===== config.mk =====
export PLATFORM = sky130hd
export DESIGN_NAME = video_playfield
export DESIGN_NICKNAME = d
export VERILOG_FILES = /design/src/design/video_timing_pkg.sv /design/src/design/playfield_pkg.sv /design/src/design/playfield_window.sv /design/src/design/playfield_fetch_fsm.sv /design/src/design/playfield_line_addr.sv /design/src/design/playfield_pixel_shift.sv /design/src/design/video_playfield.sv
export SDC_FILE = /design/constraint.sdc
export NUM_CORES = 1
export LEC_CHECK = 0
export ABC_CLOCK_PERIOD_IN_PS = 6250
export BUFFER_PORTS_ARGS = -buffer_cell sky130_fd_sc_hd__buf_4
export CAP_MARGIN = 30
export CORE_ASPECT_RATIO = 0.8
export CORE_MARGIN = 2
export CORE_UTILIZATION = 50
export DETAILED_ROUTE_END_ITERATION = 8
export PLACE_DENSITY = 0.71
export SLEW_MARGIN = 5
export SYNTH_ARGS = -nofsm -noshare
export SYNTH_HDL_FRONTEND = slang
export SYNTH_HIERARCHICAL = 1
export SYNTH_SLANG_ARGS = --single-unit
export TNS_END_PERCENT = 10

===== constraint.sdc =====
create_clock -name clk -period 6.25 [get_ports clk]
set_input_delay 1.25 -clock clk [delete_from_list [all_inputs] [get_ports clk]]
set_output_delay 1.25 -clock clk [all_outputs]
set_load 0.005 [all_outputs]

===== src/design/video_timing_pkg.sv =====
// horizontal video timing
package video_timing_pkg;

    typedef logic [10:0] hres_t;            // horizontal pixel count

    localparam int H_TOTAL_DEF     = 800;   // total clocks per line
    localparam int H_OFFSCREEN_DEF = 160;   // clocks left of visible area

    // fetch window and scanout placement, relative to visible area
    localparam int MEM_LEAD  = 64;          // fetch opens this early before visible
    localparam int MEM_TAIL  = 8;           // fetch closes this early before line end
    localparam int SCAN_LEAD = 2;           // scanout begins this early (pipeline fill)

endpackage


===== src/design/playfield_pkg.sv =====
// playfield data and control types
package playfield_pkg;

    typedef logic [15:0] word_t;            // vram data word
    typedef logic [15:0] addr_t;            // vram word address
    typedef logic [7:0]  color_t;           // colour index

    // display depth code
    typedef enum logic [1:0] {
        BPP_1_ATTR = 2'd0,                  // 1 bpp, fore/back attribute nibbles
        BPP_4      = 2'd1,                  // 4 bpp, colour extension nibble
        BPP_8      = 2'd2                   // 8 bpp
    } bpp_t;

    localparam int ATTR_FORE = 8;           // foreground nibble in attribute word
    localparam int ATTR_BACK = 12;          // background / extension nibble

    // plane control registers
    typedef struct packed {
        logic       blank;                  // park plane on border colour
        addr_t      start_addr;             // frame start word address
        word_t      line_len;               // words added per display line
        color_t     colorbase;              // XORed into every index
        bpp_t       bpp;                    // depth mode
        logic [1:0] h_repeat;               // extra clocks per pixel
        logic [1:0] v_repeat;               // extra scanlines per line
    } pf_ctrl_t;

    // fetched display words, fetch fsm to shifter
    typedef struct packed {
        word_t attr;                        // attribute word
        word_t data0;                       // first word, pixels 0..
        word_t data1;
        word_t data2;
        word_t data3;
        logic  ready;                       // one group complete
    } pf_words_t;

endpackage


===== src/design/playfield_window.sv =====
// fetch window and scanout timing
module playfield_window import video_timing_pkg::*; #(
    parameter int H_TOTAL     = H_TOTAL_DEF,
    parameter int H_OFFSCREEN = H_OFFSCREEN_DEF
) (
    input  logic  clk,
    input  logic  reset_i,
    input  hres_t h_count_i,                // current horizontal count
    input  logic  v_visible_i,              // visible line
    input  logic  h_line_last_pixel_i,      // last clock of line
    input  logic  blank_i,                  // plane blanked
    input  hres_t vid_left_i,               // first scanout column
    input  hres_t vid_right_i,              // scanout end column
    output logic  fetch_active_o,           // fetch window open
    output logic  line_fetch_start_o,       // strobe, window about to open
    output logic  scanout_start_o,          // strobe, shifting begins next clock
    output logic  scanout_o                 // pixels shifting
);

    localparam hres_t MEM_BEGIN  = hres_t'(H_OFFSCREEN - MEM_LEAD);
    localparam hres_t MEM_END    = hres_t'(H_TOTAL - MEM_TAIL);
    localparam hres_t SCAN_BEGIN = hres_t'(H_OFFSCREEN - SCAN_LEAD);

    logic  fetch_next;                      // fetch flag before blank gating
    hres_t start_hcount;                    // h count that starts scanout
    hres_t end_hcount;                      // h count that stops scanout

    always_comb begin
        if (fetch_active_o) begin
            fetch_next = (h_count_i != MEM_END);                    // close near line end
        end else begin
            fetch_next = v_visible_i && (h_count_i == MEM_BEGIN);   // open on visible lines
        end
    end

    // strobe is not blank gated so the shifter still parks on border
    assign line_fetch_start_o = !fetch_active_o && fetch_next;
    assign scanout_start_o    = fetch_active_o && (h_count_i == start_hcount);

    always_ff @(posedge clk) begin
        if (reset_i) begin
            fetch_active_o <= 1'b0;
            start_hcount   <= '0;
            end_hcount     <= '0;
            scanout_o      <= 1'b0;
        end else begin
            fetch_active_o <= fetch_next && !blank_i;
            if (line_fetch_start_o) begin
                start_hcount <= SCAN_BEGIN + vid_left_i;    // latch limits for this line
                end_hcount   <= SCAN_BEGIN + vid_right_i;
            end
            if (scanout_start_o) begin
                scanout_o <= 1'b1;
            end
            if (h_count_i == end_hcount || h_line_last_pixel_i) begin
                scanout_o <= 1'b0;                          // right edge or forced at line end
            end
        end
    end

    // the start strobe always gets shifting running on the next clock
    a_scan_in_window: assert property (@(posedge clk) disable iff (reset_i)
        scanout_start_o |=> scanout_o);

endmodule


===== src/design/playfield_fetch_fsm.sv =====
// display word fetch state machine
module playfield_fetch_fsm import playfield_pkg::*; (
    input  logic      clk,
    input  logic      reset_i,
    input  logic      fetch_active_i,       // fetch window open
    input  bpp_t      bpp_i,                // depth, sets words per group
    input  logic      buf_full_i,           // shifter holding buffer occupied
    input  addr_t     cur_addr_i,           // running display address
    input  word_t     vram_data_i,          // vram read data
    output logic      next_addr_o,          // address consumed, advance
    output logic      vram_sel_o,           // vram read select
    output addr_t     vram_addr_o,          // vram word address
    output pf_words_t words_o               // captured words and ready strobe
);

    typedef enum logic [2:0] {
        IDLE,                               // waiting for fetch window
        ADDR,                               // issue first word address
        WAIT,                               // second address, data in flight
        READ_0,                             // capture word 0 (and attribute)
        READ_1,
        READ_2,
        READ_3
    } fetch_st_t;

    fetch_st_t state, state_next;
    logic      sel_next;                    // select for next clock
    logic      initial_buf, initial_next;   // first group of the line
    logic      ready_next;

    assign next_addr_o = sel_next;          // every select uses one address

    always_comb begin
        state_next   = state;
        sel_next     = 1'b0;
        ready_next   = 1'b0;
        initial_next = initial_buf;
        case (state)
            IDLE: begin
                initial_next = 1'b1;                        // next group is the first
                if (fetch_active_i) begin
                    state_next = ADDR;
                end
            end
            ADDR: begin
                if (!fetch_active_i) begin
                    state_next = IDLE;                      // window closed
                end else if (!buf_full_i) begin
                    sel_next   = 1'b1;                      // word 0
                    state_next = WAIT;
                end
            end
            WAIT: begin
                sel_next     = (bpp_i != BPP_1_ATTR);       // word 1
                ready_next   = !initial_buf;                // previous group now complete
                initial_next = 1'b0;
                state_next   = READ_0;
            end
            READ_0: begin
                if (bpp_i == BPP_1_ATTR) begin
                    state_next = ADDR;                      // single word group
                end else begin
                    sel_next   = (bpp_i != BPP_4);          // word 2 in 8 bpp
                    state_next = READ_1;
                end
            end
            READ_1: begin
                if (bpp_i == BPP_4) begin
                    state_next = ADDR;
                end else begin
                    sel_next   = 1'b1;                      // word 3
                    state_next = READ_2;
                end
            end
            READ_2: state_next = READ_3;
            READ_3: state_next = ADDR;
            default: state_next = IDLE;
        endcase
    end

    always_ff @(posedge clk) begin
        if (reset_i) begin
            state         <= IDLE;
            initial_buf   <= 1'b0;
            vram_sel_o    <= 1'b0;
            words_o.ready <= 1'b0;
        end else begin
            state         <= state_next;
            initial_buf   <= initial_next;
            vram_sel_o    <= sel_next;
            words_o.ready <= ready_next;
        end
    end

    // address and captured words
    always_ff @(posedge clk) begin
        if (sel_next) begin
            vram_addr_o <= cur_addr_i;
        end
        case (state)
            READ_0: begin
                words_o.data0 <= vram_data_i;
                words_o.attr  <= vram_data_i;               // attribute in 1 bpp
            end
            READ_1: begin
                words_o.data1        <= vram_data_i;
                words_o.attr[15:11]  <= 5'b0;               // no extension from data word
            end
            READ_2: words_o.data2 <= vram_data_i;
            READ_3: words_o.data3 <= vram_data_i;
            default: ;
        endcase
    end

    a_no_sel_idle: assert property (@(posedge clk) disable iff (reset_i)
        state == IDLE |-> !vram_sel_o);

endmodule


===== src/design/playfield_line_addr.sv =====
// line start and display address
module playfield_line_addr import playfield_pkg::*; (
    input  logic     clk,
    input  logic     reset_i,
    input  pf_ctrl_t ctrl_i,                // plane registers
    input  logic     last_frame_pixel_i,    // end of frame
    input  logic     h_line_last_pixel_i,   // end of line
    input  logic     line_fetch_start_i,    // fetch window opening
    input  logic     line_start_set_i,      // register write to line start
    input  addr_t    line_start_addr_i,
    input  logic     next_addr_i,           // fetch consumed an address
    output addr_t    cur_addr_o             // running display address
);

    addr_t      line_start;                 // start of current display line
    logic [1:0] v_count;                    // scanlines left on this line
    logic       start_written;              // line start set by write, skip next step

    always_ff @(posedge clk) begin
        if (reset_i) begin
            line_start    <= '0;
            cur_addr_o    <= '0;
            v_count       <= '0;
            start_written <= 1'b0;
        end else begin
            if (next_addr_i) begin
                cur_addr_o <= cur_addr_o + 1'b1;
            end
            if (line_start_set_i) begin
                line_start    <= line_start_addr_i;
                start_written <= 1'b1;
            end
            if (line_fetch_start_i) begin
                cur_addr_o <= line_start;
            end
            if (h_line_last_pixel_i) begin
                cur_addr_o    <= line_start;                // rewind for repeat
                start_written <= 1'b0;
                if (v_count == 2'd0) begin
                    v_count <= ctrl_i.v_repeat;
                    if (!start_written) begin
                        line_start <= line_start + ctrl_i.line_len;
                    end
                end else begin
                    v_count <= v_count - 1'b1;
                end
            end
            if (ctrl_i.blank || last_frame_pixel_i) begin
                cur_addr_o    <= ctrl_i.start_addr;         // rewind to frame start
                line_start    <= ctrl_i.start_addr;
                v_count       <= ctrl_i.v_repeat;
                start_written <= 1'b0;
            end
        end
    end

    a_vcount_range: assert property (@(posedge clk) disable iff (reset_i || ctrl_i.blank)
        h_line_last_pixel_i |=> v_count <= ctrl_i.v_repeat);

endmodule


===== src/design/playfield_pixel_shift.sv =====
// pixel expansion and output shifter
module playfield_pixel_shift import playfield_pkg::*; (
    input  logic       clk,
    input  logic       reset_i,
    input  pf_words_t  words_i,             // fetched group
    input  bpp_t       bpp_i,
    input  logic [1:0] h_repeat_i,          // extra clocks per pixel
    input  color_t     colorbase_i,
    input  color_t     border_color_i,
    input  logic       line_fetch_start_i,
    input  logic       scanout_start_i,
    input  logic       scanout_i,
    output logic       buf_full_o,          // holding buffer occupied
    output color_t     color_o
);

    logic [63:0] pix_buf;                   // 8 expanded pixels waiting
    logic [63:0] pix_shift;                 // 8 pixels shifting out, msb first
    logic [1:0]  h_count;                   // repeat countdown
    logic [2:0]  pix_x;                     // pixel within group
    logic        scanout_q;                 // delayed scanout, for end detect

    // group to 8 colour indices, pixel 0 in the top byte
    function automatic logic [63:0] expand(input pf_words_t w, input bpp_t bpp);
        logic [63:0] px;
        logic [31:0] d4;
        logic [63:0] d8;
        logic [3:0]  fore;
        logic [3:0]  back;
        fore = w.attr[ATTR_FORE +: 4];
        back = w.attr[ATTR_BACK +: 4];
        d4   = {w.data0, w.data1};
        d8   = {w.data0, w.data1, w.data2, w.data3};
        for (int k = 0; k < 8; k++) begin
            case (bpp)
                BPP_1_ATTR: px[63 - 8*k -: 8] = {4'h0, w.data0[7 - k] ? fore : back};
                BPP_4:      px[63 - 8*k -: 8] = {back, d4[31 - 4*k -: 4]};
                default:    px[63 - 8*k -: 8] = d8[63 - 8*k -: 8] ^ {back, 4'h0};
            endcase
        end
        return px;
    endfunction

    assign color_o = pix_shift[63:56] ^ colorbase_i;

    always_ff @(posedge clk) begin
        if (words_i.ready) begin
            pix_buf <= expand(words_i, bpp_i);
        end
    end

    always_ff @(posedge clk) begin
        if (reset_i) begin
            pix_shift  <= '0;
            buf_full_o <= 1'b0;
            h_count    <= '0;
            pix_x      <= '0;
            scanout_q  <= 1'b0;
        end else begin
            scanout_q <= scanout_i;
            if (words_i.ready) begin
                buf_full_o <= 1'b1;
            end
            if (scanout_i) begin
                if (h_count != 2'd0) begin
                    h_count <= h_count - 1'b1;              // hold pixel
                end else begin
                    h_count <= h_repeat_i;
                    pix_x   <= pix_x + 1'b1;
                    if (pix_x == 3'd7) begin
                        pix_shift  <= pix_buf;              // next group
                        buf_full_o <= 1'b0;                 // lets fsm fetch again
                    end else begin
                        pix_shift <= {pix_shift[55:0], border_color_i};
                    end
                end
            end
            if (line_fetch_start_i) begin
                buf_full_o        <= 1'b0;
                pix_shift[63:56]  <= border_color_i;        // border until scanout
            end
            if (scanout_start_i) begin
                pix_shift  <= pix_buf;
                buf_full_o <= 1'b0;
                h_count    <= h_repeat_i;
                pix_x      <= '0;
            end
            if (scanout_q && !scanout_i) begin
                pix_shift[63:56] <= border_color_i;         // right edge reached
            end
        end
    end

endmodule


===== src/design/video_playfield.sv =====
// bitmap playfield generator
module video_playfield import video_timing_pkg::*, playfield_pkg::*; #(
    parameter int H_TOTAL     = H_TOTAL_DEF,
    parameter int H_OFFSCREEN = H_OFFSCREEN_DEF
) (
    input  logic     clk,
    input  logic     reset_i,
    input  hres_t    h_count_i,
    input  logic     v_visible_i,
    input  logic     h_line_last_pixel_i,
    input  logic     last_frame_pixel_i,
    input  color_t   border_color_i,
    input  hres_t    vid_left_i,
    input  hres_t    vid_right_i,
    input  pf_ctrl_t pf_ctrl_i,             // plane registers
    input  logic     line_start_set_i,      // line start register write
    input  addr_t    line_start_addr_i,
    output logic     vram_sel_o,
    output addr_t    vram_addr_o,
    input  word_t    vram_data_i,
    output color_t   color_o,               // index XOR colorbase
    output logic     scanout_o
);

    logic      fetch_active;
    logic      line_fetch_start;
    logic      scanout_start;
    logic      buf_full;
    logic      next_addr;
    addr_t     cur_addr;
    pf_words_t words;

    playfield_window #(
        .H_TOTAL     (H_TOTAL),
        .H_OFFSCREEN (H_OFFSCREEN)
    ) u_window (
        .clk                 (clk),
        .reset_i             (reset_i),
        .h_count_i           (h_count_i),
        .v_visible_i         (v_visible_i),
        .h_line_last_pixel_i (h_line_last_pixel_i),
        .blank_i             (pf_ctrl_i.blank),
        .vid_left_i          (vid_left_i),
        .vid_right_i         (vid_right_i),
        .fetch_active_o      (fetch_active),
        .line_fetch_start_o  (line_fetch_start),
        .scanout_start_o     (scanout_start),
        .scanout_o           (scanout_o)
    );

    playfield_fetch_fsm u_fetch (
        .clk            (clk),
        .reset_i        (reset_i),
        .fetch_active_i (fetch_active),
        .bpp_i          (pf_ctrl_i.bpp),
        .buf_full_i     (buf_full),
        .cur_addr_i     (cur_addr),
        .vram_data_i    (vram_data_i),
        .next_addr_o    (next_addr),
        .vram_sel_o     (vram_sel_o),
        .vram_addr_o    (vram_addr_o),
        .words_o        (words)
    );

    playfield_line_addr u_line_addr (
        .clk                 (clk),
        .reset_i             (reset_i),
        .ctrl_i              (pf_ctrl_i),
        .last_frame_pixel_i  (last_frame_pixel_i),
        .h_line_last_pixel_i (h_line_last_pixel_i),
        .line_fetch_start_i  (line_fetch_start),
        .line_start_set_i    (line_start_set_i),
        .line_start_addr_i   (line_start_addr_i),
        .next_addr_i         (next_addr),
        .cur_addr_o          (cur_addr)
    );

    playfield_pixel_shift u_shift (
        .clk                (clk),
        .reset_i            (reset_i),
        .words_i            (words),
        .bpp_i              (pf_ctrl_i.bpp),
        .h_repeat_i         (pf_ctrl_i.h_repeat),
        .colorbase_i        (pf_ctrl_i.colorbase),
        .border_color_i     (border_color_i),
        .line_fetch_start_i (line_fetch_start),
        .scanout_start_i    (scanout_start),
        .scanout_i          (scanout_o),
        .buf_full_o         (buf_full),
        .color_o            (color_o)
    );

endmodule


==> flow_metrics.py <==
metrics = {
    "critical_path": {
        "worst_r2r_path_depth": 10,
        "worst-r2r-setup-slack_ps": 2990,
        "reg_to_reg_critical_path_startpoint": "u_window/fetch_active_o",
        "worst_r2r_endpoint": "u_line_addr/cur_addr_o[11]",
        "crit_path_start_kind": "input port",
        "worst_path_max_delay_cell": "inv_4",
        "cp_num_cells": 11,
        "path_max_fanout": 44,
        "cp.required_ps": 6700,
        "timing.critical_path.arrival_ps": 4080,
        "endpoint_kind": "register",
        "timing.critical_path.buf_inv": 3,
        "slowest_delay_ps": 620,
        "timing.critical_path.max_delay_family": "simple AND/OR/NAND/NOR gates",
        "cp_cell_sequence": "buf_4, nor4b_2, nand4_1, inv_4, nor2_1, buf_4, nor2_1, a21boi_0, o21ai_0, a21oi_1, a211oi_1",
        "cp-startpoint": "h_count_i[8]",
        "criticalPathCategory": "in -> reg",
        "cp-endpoint": "u_line_addr/cur_addr_o[11]",
    },
    "routing": {
        "post_drt_antenna_nets": 0,
        "route.layer.met1.wl_mm": 18.4,
        "vias": 11300,
        "route.detailed.wl_per_inst_um": 19.7,
        "route.met2.wl_mm": 15.2,
        "total_length_of_routed_wires_mm": 37.3,
        "top_layer_used": "met4",
        "met3_wire_len_mm": 3.20,
        "number_of_remaining_drc_errors": 0,
        "drtIter0Drc": 1472,
        "detail_route.first_pass.iterations": 6,
        "routed_via_density": 5.97,
    },
    "cts": {
        "cts_buffers": 27,
        "tritoncts": "built",
        "clock_path_buffers": 3,
        "clk_transition_reported_paths_ps": 70,
        "worst_skew_pair.late_latency_ps": 540,
        "cts_max_level": 1,
        "clock_sink_total": 285,
        "post-cts-setup-buffer-count": 0,
        "cts_resized": 0,
        "cts.hold.buffers_added": 0,
        "clockRootBuffer": "clkbuf_16",
    },
    "floorplan": {
        "chipHeight_um": 154,
        "placeableCoreArea_um2": 27500,
        "die_w_um": 192,
        "start_util_pct": 51.2,
        "placementRows": 54,
        "dieArea_um2": 29500,
        "ioPinCount": 152,
    },
    "min_path": {
        "holdCritPathClass": "reg -> reg",
        "worst_hold_path.num_cells": 1,
    },
    "finish": {
        "final-seq-area_um2": 7200,
        "multi_input_comb_area_um2": 6330,
        "layout.nets": 1653,
        "fraction_of_final_layout_cells_with_drive_strength_greater_than_1_pct": 17.2,
        "flow.area_growth_from_synthesis_pct": 15.8,
        "layout.filler_cells": 2370,
        "antenna-diode-count": 0,
        "final_core_utilization_pct": 59.3,
    },
    "logic_synthesis": {
        "yosys_warnings": 6,
        "syn-mean-instance-area_um2": 9.87,
        "mappedNetlistNets": 1574,
        "syn_area_um2": 14100,
        "post_synth_inst_count": 1427,
    },
    "timing": {
        "number_of_pins_exceeding_their_max_slew_limit_in_the_final_report": 0,
        "setup_total_negative_slack_ps": 0,
        "layout_worst_path_cycle_share_pct": 58.2,
        "final_critical_period_ps": 3630,
        "rsz0062_at_grt": "no",
        "tightest_pin_transition_ps": 900,
        "setup_violations": 0,
        "relative_slew_slack_pct": 39.9,
        "timing.clock.skew_ps": 12.4,
        "achievable-frequency_mhz": 275,
        "report.final.hold_viol_count": 0,
    },
    "pwr": {
        "switching_pwr_mw": 0.945,
        "power-per-cell-area_nw_per_um2": 249,
        "power.ir.vdd_worst_mv": 0.214,
        "pwr-share-clk_pct": 41.6,
        "power.share.switching_pct": 23.2,
        "p_int_mw": 3.12,
        "power.sequential.fraction_pct": 49.4,
        "combPwrFrac_pct": 9.0,
        "static-leakage-power_nw": 5.86,
    },
    "global_routing": {
        "grt_pass1_wl_mm": 57.1,
        "grt_antenna_before_repair": 0,
        "globalRoute.totalOverflow": 0,
        "number_of_global_route_vias_before_repair": 9822,
        "grt_max_degree": 77,
        "overall_routing_resource_usage_pct": 24.6,
    },
    "placement": {
        "dpl.hpwl_mm": 26.1,
        "port_buffers": 151,
        "gpl.final_weighted_congestion": 0.876,
    },
    "run": {
        "max_cap_viol_count": 0,
    },
    "run_status": {
        "status": "complete, no violations",
    },
}
==> worst reg2reg max path, delay by kind of cell, from the launching register on <==
family / cells / cell delay, ps
AND/OR/NAND/NOR: 4 / 1270
AO/OA/AOI/OAI: 4 / 640
flip-flops: 1 / 420
buffers and inverters: 2 / 850
==> layout by cell type (no fill, tap or decap), types with 4 or more instances in the layout <==
cell,n
o21ai_0,151
nand3_1,18
nand3b_1,15
nand4_1,10
and3_1,7
a21oi_1,86
edfxtp_1,149
clkbuf_16,28
clkinv_2,7
dfxtp_1,135
nand2b_1,5
ha_1,20
a22o_1,24
a311oi_1,66
nor2_1,150
o221ai_1,4
xnor2_1,28
a21o_1,5
o211ai_1,12
o31ai_1,4
nor2b_1,6
a31oi_1,4
nand2_1,154
o21a_1,7
buf_4,164
or3_1,8
nor3_1,20
a211oi_2,8
xor2_1,29
and2b_1,5
nor4_1,5
o311ai_1,6
inv_1,17
a211oi_1,12
mux2i_1,55
==> per-layer routing <==
layer / up-vias / GRT usage, %
li1: 5424 / -
met1: 5388 / 41.4
met2: 442 / 33.4
met3: 40 / 3.52
met4: 0 / 3.88
met5: - / 0
==> state kept, by name (all words and copies together) (netlist names) <==
signal	cells
u_fetch/initial_buf	1
u_fetch/state	3
u_fetch/vram_addr_o	16
u_fetch/vram_sel_o	1
u_fetch/words_o	70
u_line_addr/cur_addr_o	16
u_line_addr/line_start	16
u_line_addr/start_written	1
u_line_addr/v_count	2
u_shift/buf_full_o	1
u_shift/h_count	2
u_shift/pix_buf	64
u_shift/pix_shift	64
u_shift/pix_x	3
u_shift/scanout_q	1
u_window/end_hcount	11
u_window/fetch_active_o	1
u_window/scanout_o	1
u_window/start_hcount	11
==> area by class of cell <==
class,instances,share of cell area (%)
inverters,19,0.453
clock inverters,16,1.07
repair buffers,169,8.12
clock buffers,34,4.62
well taps,364,2.79
flip-flops and latches,285,44.1
multi-input cells,1004,38.8
==> through the flow <==
| stage | area [um2] | setup slack [ps] | std cells | hold slack, ps | power [mW] |
|---|---|---|---|---|---|
| after global placement | 15300 | 2220 | 1836 | 395 | 2.40 |
| after detailed placement | 15300 | 2160 | 1839 | 408 | 2.41 |
| after CTS | 16300 | 2680 | 1889 | 423 | 4.08 |
| final | 16300 | 2620 | 1891 | 421 | 4.07 |
| after floorplan | 14100 | 3150 | 1427 | 392 | 2.25 |
| after global routing | 16300 | 2300 | 1891 | 439 | 4.21 |
==> power groups by stage <==
stage	sequential (mW)	clock [mW]	combinational (mW)
4_1_cts	2.01	1.71	0.361
3_3_place_gp	2.05	0	0.355
2_1_floorplan	2.04	0	0.214
3_5_place_dp	2.05	0	0.360
6_report	2.01	1.69	0.368
5_1_grt	2.01	1.80	0.403
==> worst min path at each step <==
stage	startpoint	to
4_1_cts	u_fetch/initial_buf	u_fetch/words_o[0]
2_1_floorplan	u_fetch/initial_buf	u_fetch/words_o[0]
5_1_grt	u_fetch/initial_buf	u_fetch/words_o[0]
3_5_place_dp	u_fetch/initial_buf	u_fetch/words_o[0]
6_report	u_fetch/initial_buf	u_fetch/words_o[0]
3_3_place_gp	u_fetch/initial_buf	u_fetch/words_o[0]
Note: power is estimated with default switching activity, not from simulation.
